### config.mk
export PLATFORM = sky130hd
export DESIGN_NAME = axis_mux_top
export DESIGN_NICKNAME = d
export VERILOG_FILES = /design/src/design/axis_pkg.sv /design/src/design/axis_mux_top.sv /design/src/design/axis_mux.sv /design/src/design/axis_skid.sv
export SDC_FILE = /design/constraint.sdc
export NUM_CORES = 1
export LEC_CHECK = 0
export BUFFER_PORTS_ARGS = -buffer_cell sky130_fd_sc_hd__buf_4
export CORE_MARGIN = 3
export CORE_UTILIZATION = 41
export DETAILED_ROUTE_END_ITERATION = 10
export PLACE_DENSITY = 0.6
export SYNTH_ARGS = -nofsm -noshare
export SYNTH_HDL_FRONTEND = slang
export SYNTH_SLANG_ARGS = --single-unit
### constraint.sdc
create_clock -name aclk -period 3.73 [get_ports aclk]
set_clock_uncertainty 0.1 [all_clocks]
set_input_delay 0.9325 -clock aclk [delete_from_list [all_inputs] [get_ports aclk]]
set_output_delay 0.9325 -clock aclk [all_outputs]
set_load 0.01 [all_outputs]
### src/design/axis_pkg.sv
package axis_pkg;

    // Stream widths. Keep carries one bit per data byte.
    localparam int data_width = 16;
    localparam int keep_width = data_width / 8;

    // One beat of a stream, without its handshake bits.
    typedef struct packed {
        logic [data_width-1:0] data;  // Payload word.
        logic [keep_width-1:0] keep;  // Byte qualifiers, passed through untouched.
        logic                  last;  // High on the final beat of a packet.
    } axis_beat_t;

    // Packet-lock state of the two-input mux.
    // In idle no input owns the output and sel is decoded in the same cycle.
    // The two pass states hold the output on one input until a last beat transfers.
    typedef enum logic [1:0] {
        idle  = 2'd0,
        pass0 = 2'd1,
        pass1 = 2'd2
    } mux_state_t;

endpackage
### src/design/axis_mux_top.sv
`timescale 1ns/100ps

module axis_mux_top (
    input  logic                 aclk,
    input  logic                 rst,
    input  logic                 sel,

    input  axis_pkg::axis_beat_t s0_beat,
    input  logic                 s0_valid,
    output logic                 s0_ready,

    input  axis_pkg::axis_beat_t s1_beat,
    input  logic                 s1_valid,
    output logic                 s1_ready,

    output axis_pkg::axis_beat_t m_beat,
    output logic                 m_valid,
    input  logic                 m_ready
);

    // Registered copies of the two input streams.
    axis_pkg::axis_beat_t s0q_beat;
    logic                 s0q_valid;
    logic                 s0q_ready;

    axis_pkg::axis_beat_t s1q_beat;
    logic                 s1q_valid;
    logic                 s1q_ready;

    // Mux output ahead of the output register.
    axis_pkg::axis_beat_t mux_beat;
    logic                 mux_valid;
    logic                 mux_ready;

    axis_skid s0_skid (
        .aclk      (aclk),
        .rst       (rst),
        .in_beat   (s0_beat),
        .in_valid  (s0_valid),
        .in_ready  (s0_ready),
        .out_beat  (s0q_beat),
        .out_valid (s0q_valid),
        .out_ready (s0q_ready)
    );

    axis_skid s1_skid (
        .aclk      (aclk),
        .rst       (rst),
        .in_beat   (s1_beat),
        .in_valid  (s1_valid),
        .in_ready  (s1_ready),
        .out_beat  (s1q_beat),
        .out_valid (s1q_valid),
        .out_ready (s1q_ready)
    );

    axis_mux mux (
        .aclk      (aclk),
        .rst       (rst),
        .sel       (sel),
        .in0_beat  (s0q_beat),
        .in0_valid (s0q_valid),
        .in0_ready (s0q_ready),
        .in1_beat  (s1q_beat),
        .in1_valid (s1q_valid),
        .in1_ready (s1q_ready),
        .out_beat  (mux_beat),
        .out_valid (mux_valid),
        .out_ready (mux_ready)
    );

    // Registers the output so m_beat and m_valid leave from flops.
    axis_skid out_skid (
        .aclk      (aclk),
        .rst       (rst),
        .in_beat   (mux_beat),
        .in_valid  (mux_valid),
        .in_ready  (mux_ready),
        .out_beat  (m_beat),
        .out_valid (m_valid),
        .out_ready (m_ready)
    );

endmodule

### src/design/axis_mux.sv
`timescale 1ns/100ps

module axis_mux (
    input  logic                 aclk,
    input  logic                 rst,
    input  logic                 sel,

    input  axis_pkg::axis_beat_t in0_beat,
    input  logic                 in0_valid,
    output logic                 in0_ready,

    input  axis_pkg::axis_beat_t in1_beat,
    input  logic                 in1_valid,
    output logic                 in1_ready,

    output axis_pkg::axis_beat_t out_beat,
    output logic                 out_valid,
    input  logic                 out_ready
);

    axis_pkg::mux_state_t state;
    axis_pkg::mux_state_t cur_state;
    axis_pkg::mux_state_t state_nxt;

    logic use_in1;
    logic out_xfer;

    // Effective state for this cycle.
    // In idle the owner comes straight from sel, so the first beat of a
    // packet passes without a bubble.
    always_comb begin
        if (state == axis_pkg::idle) begin
            cur_state = sel ? axis_pkg::pass1 : axis_pkg::pass0;
        end else begin
            cur_state = state;
        end
    end

    assign use_in1 = (cur_state == axis_pkg::pass1);

    // Zero-latency data path.
    always_comb begin
        if (use_in1) begin
            out_beat  = in1_beat;
            out_valid = in1_valid;
        end else begin
            out_beat  = in0_beat;
            out_valid = in0_valid;
        end
    end

    // Only the owning input sees the downstream ready.
    assign in0_ready = out_ready && !use_in1;
    assign in1_ready = out_ready && use_in1;

    assign out_xfer = out_valid && out_ready;

    always_comb begin
        state_nxt = state;

        if (out_xfer && out_beat.last) begin
            state_nxt = axis_pkg::idle;  // Packet done, sel is free to change the owner.
        end else if (out_valid) begin
            // A presented beat locks the owner, stalled or not, so the beat
            // seen by the next stage cannot be swapped underneath it.
            state_nxt = cur_state;
        end
    end

    always_ff @(posedge aclk) begin
        if (rst) begin
            state <= axis_pkg::idle;
        end else begin
            state <= state_nxt;
        end
    end

    // Never hand the output to both inputs at once.
    a_one_ready: assert property (
        @(posedge aclk) disable iff (rst)
        $onehot0({in0_ready, in1_ready})
    ) else $error("axis_mux: both input readies high");

    // A locked state is left only after the packet's last beat goes out.
    a_lock_held: assert property (
        @(posedge aclk) disable iff (rst)
        ((state != axis_pkg::idle) && !(out_xfer && out_beat.last)) |=> $stable(state)
    ) else $error("axis_mux: owner changed in the middle of a packet");

endmodule

### src/design/axis_skid.sv
`timescale 1ns/100ps

module axis_skid (
    input  logic                aclk,
    input  logic                rst,

    input  axis_pkg::axis_beat_t in_beat,
    input  logic                in_valid,
    output logic                in_ready,

    output axis_pkg::axis_beat_t out_beat,
    output logic                out_valid,
    input  logic                out_ready
);

    // The main register drives the output directly.
    // The spare register catches the one beat that can arrive after the
    // output stalls, because in_ready is registered and drops an edge late.
    axis_pkg::axis_beat_t spare_beat;
    logic                 spare_valid;

    logic in_xfer;
    logic main_free;
    logic spare_valid_nxt;

    always_comb begin
        in_xfer   = in_valid && in_ready;
        main_free = !out_valid || out_ready;  // Main is empty or is draining this edge.

        if (main_free) begin
            // Spare drains into main, or the new beat lands in main directly.
            spare_valid_nxt = 1'b0;
        end else begin
            spare_valid_nxt = spare_valid || in_xfer;
        end
    end

    always_ff @(posedge aclk) begin
        if (rst) begin
            out_valid   <= 1'b0;
            spare_valid <= 1'b0;
            in_ready    <= 1'b0;  // Rises on the first edge out of reset.
        end else begin
            spare_valid <= spare_valid_nxt;
            in_ready    <= !spare_valid_nxt;  // Free entry left after this edge.

            if (main_free) begin
                out_valid <= spare_valid || in_xfer;
            end
        end
    end

    always_ff @(posedge aclk) begin
        if (main_free) begin
            if (spare_valid) begin
                out_beat <= spare_beat;  // Oldest beat goes out first.
            end else if (in_xfer) begin
                out_beat <= in_beat;
            end
        end

        if (!main_free && in_xfer) begin
            spare_beat <= in_beat;
        end
    end

    // A stalled beat must hold both its payload and its valid.
    a_out_stable: assert property (
        @(posedge aclk) disable iff (rst)
        (out_valid && !out_ready) |=> (out_valid && $stable(out_beat))
    ) else $error("axis_skid: output beat changed while stalled");

    // With both registers full the buffer must refuse input.
    a_no_overfill: assert property (
        @(posedge aclk) disable iff (rst)
        (out_valid && spare_valid) |-> !(in_valid && in_ready)
    ) else $error("axis_skid: beat accepted with both entries full");

endmodule

==> summary.md <==
| Metric | Value |
|---|---|
| Outcome | `completed` |
| Number of levels in the clock H-tree | `4` |
| Number of global-route vias before repair | `2460` |
| Worst ir drop on vdd | `295 uV` |
| Resize count post-CTS | `0` |
| Async set-or-reset flop fraction in the synthesized netlist | `0%` |
| Number of endpoints with negative hold slack in the final report | `0` |
| Final worst-path cycle share | `64.4%` |
| Final Worst Setup Slack | `1.33 ns` |
| Final total negative setup slack | `0 ns` |
| NumNets Final | `387` |
| Number of buffers created by CTS | `17` |
| Hold WC Path Type | `reg2reg` |
| Post-synthesis cell type with the largest combined area | `sky130_fd_sc_hd__edfxtp_1` |
| Netlist area before placement | `4910 sq um` |
| Signed area change from the synthesized netlist to the final layout | `24.1%` |
| CTS Buffer Depth | `2` |
| Proportion of synthesized chip area in sequential cells | `74.2%` |
| GR Util All Layers | `13.5%` |
| Insertion delay of the later-clocked pin in the worst-skew pair | `0.40 ns` |
| Vias per cell | `4.85` |
| Site Rows | `39` |
| Maximum clock rate | `416 MHz` |
| Die Height | `115 microns` |
| Placer congestion estimate | `0.774` |
| Post-CTS Setup Bufs | `0` |
| Flop2flop setup slack | `1.63 ns` |
| Share of final-layout standard cells stronger than drive strength 1 | `49.9%` |
| I/O Buffers | `65` |
| Pre-CTS setup slack | `0.910 ns` |
| Worst slew pin tran | `0.984 ns` |
| Number of diodes | `0` |
| Yosys warning count | `0` |
| Post-Place Cell Area | `5570 sq um` |
| Highest net fanout along the worst path | `13` |
| Count of unresolved DRC violations after routing | `0` |
| First-pass DRT Iterations | `4` |
| Areal power density over the cells | `536 nW/um^2` |
| Wire length of the first global-routing pass | `13300 microns` |
| Sw frac | `19.9%` |
| Finished Cell Area | `6090 sq um` |
| Area of the die | `13300 sq um` |
| Pins Over Slew Limit | `0` |
| Number of DRC markers after the initial detailed-route iteration | `52` |
| Via count | `2415` |
| Most numerous cell in the Yosys netlist | `sky130_fd_sc_hd__edfxtp_1` |
| Average wire per cell in the routed design | `16.7 microns` |
| Post-detail-place hpwl | `5540 microns` |
| Critical Path Start Type | `input port` |
| Core Area | `11600 sq um` |
| Data required time at the worst endpoint | `3.73 ns` |
| Total length of routed wires | `8320 microns` |
| Tightest slew margin relative to the limit | `34.3%` |
| Proportion of power drawn by flip-flops and latches | `49.3%` |
| Max-Cap Viols | `0` |
| Clock input transition at the sequential cells of the worst setup and hold paths | `0.05 ns` |
| Unrepaired setup endpoints after global routing | `false` |
| Synth top area cells | `sky130_fd_sc_hd__edfxtp_1 (70%), sky130_fd_sc_hd__mux2_2 (14%), sky130_fd_sc_hd__mux2_4 (4.6%)` |
| Share of total power in the clock network | `43.8%` |
| Antenna violation net count after detailed routing | `0` |
| Root Buffer | `sky130_fd_sc_hd__clkbuf_16` |
| Overall die width | `115 microns` |
| Min Clock Period, post-route | `2.40 ns` |
| Setup CP Type | `in2reg` |
| Number of enable flip-flop cells after synthesis | `114` |
| Yosys top cell area share | `69.7%` |
| Leakage power of the design | `2.19 nW` |
| Crit path arrival time | `2.40 ns` |
| Clock sink count | `125` |
| I/O pin total | `66` |
| Largest net degree at the start of global routing | `24` |
| Final Setup Violations | `0` |
| Per-instance average area after synthesis | `18.7 sq um` |
| Total overflow reported by the global router | `0` |
| Most instantiated cells after synthesis | `sky130_fd_sc_hd__edfxtp_1 (114), sky130_fd_sc_hd__mux2_2 (61), sky130_fd_sc_hd__mux2_4 (15)` |
| Synth Register Bits | `125` |
| Net switching power of the design | `652 uW` |
| Net Count, Synth | `306` |
| Number of distinct library cells after synthesis | `28` |
| Cell-internal power | `2.62 mW` |
| Combinational share of power | `6.9%` |
| CTS Hold Bufs | `0` |
| Initial antenna violation count | `0` |
| Clock tree from TritonCTS | `done` |
| Most frequently used flop master after synthesis | `sky130_fd_sc_hd__edfxtp_1` |
| Number of instances in the synthesized netlist | `262` |
| Type of destination of the critical path | `flop` |
| Initial Utilization | `42.4%` |
logic make-up (layout without fill, tap and decap cells):
logic type | after synthesis | count (layout) | synth area share, %
mux | 76 | 76 | 18.6
buf+inv | 15 | 108 | 1.81
compound gates | 21 | 21 | 2.91
simple gates | 25 | 25 | 2.47
flops | 125 | 125 | 74.2
area by class of cell:
cell class	count	area (sq um)
clock buffer	22	444
tap	143	179
multi-input combinational	122	1180
inverter	3	11.3
timing repair buffer	74	556
clock inverter	9	72.6
sequential	125	3640
fill	943	5470
cell usage in the layout (no fill, tap or decap), drive strengths merged:
cell      count
clkbuf       22
a311o         1
mux2         76
bufinv        1
a311oi        1
a211oi        1
o21bai        1
a2111oi       1
clkinv        6
a31oi         1
nor2b         2
inv           3
clkinvlp      2
a21oi         8
a32oi         1
nor3          5
nor2          8
buf          74
edfxtp      114
o21ba         2
nand2         4
nand3         2
nor4bb        1
a21boi        2
dfxtp        11
o21ai         2
and3          3
power groups by stage:
stage                     sequential [mW]  clock, mW  combinational (mW)
after global placement               1.64          0               0.224
after floorplan                      1.64          0               0.130
final                                1.61       1.43               0.224
after global routing                 1.62       1.54               0.246
after detailed placement             1.64          0               0.227
after CTS                            1.61       1.47               0.229
final timing paths:
path | depth (start not counted) | to | start
min | 2 | out_skid.spare_valid$_SDFF_PP0_ | s0_skid.out_valid$_SDFFE_PP0P_
min reg2reg | 2 | out_skid.spare_valid$_SDFF_PP0_ | s0_skid.out_valid$_SDFFE_PP0P_
max | 5 | out_skid.out_beat[3]$_DFFE_PP_ | sel
max reg2reg | 4 | out_skid.out_beat[3]$_DFFE_PP_ | mux.state[1]$_SDFFE_PP0P_
worst max-delay path, cell delays in order:
cell and delay, ns:
sky130_fd_sc_hd__buf_4 0.12, sky130_fd_sc_hd__o21bai_1 0.32, sky130_fd_sc_hd__nand2_1 0.21, sky130_fd_sc_hd__a211oi_2 0.51, sky130_fd_sc_hd__buf_4 0.30
through the flow:
stage / utilization (%) / hold slack (ns) / power, mW / instances
floorplan: - / 0.370 / 1.77 / 262
global placement: 48.2 / 0.409 / 1.86 / 467
detailed placement: 48.2 / 0.417 / 1.87 / 467
CTS: 52.7 / 0.430 / 3.31 / 498
global route: 52.7 / 0.445 / 3.40 / 498
finish: 52.7 / 0.432 / 3.27 / 498
flip-flops by register name, summed over array words and instances (netlist names):
name                  flops
out_skid.out_beat        19
out_skid.spare_beat      19
s0_skid.out_beat         19
s0_skid.spare_beat       19
s1_skid.out_beat         19
s1_skid.spare_beat       19
mux.state                 2
out_skid.in_ready         1
out_skid.out_valid        1
out_skid.spare_valid      1
s0_skid.in_ready          1
s0_skid.out_valid         1
s0_skid.spare_valid       1
s1_skid.in_ready          1
s1_skid.out_valid         1
s1_skid.spare_valid       1
metal layers:
metal / part of all wire (%) / vias up / GRT usage [%] / wire [microns]
met4: 1.9 / 0 / 7.04 / 162
met5: 0 / - / 0 / 0
met3: 4.5 / 11 / 3.50 / 375
li1: - / 1192 / - / -
met1: 46 / 1159 / 18.4 / 3790
met2: 48 / 53 / 20.1 / 3990
Power figures use the tool's default switching activity.
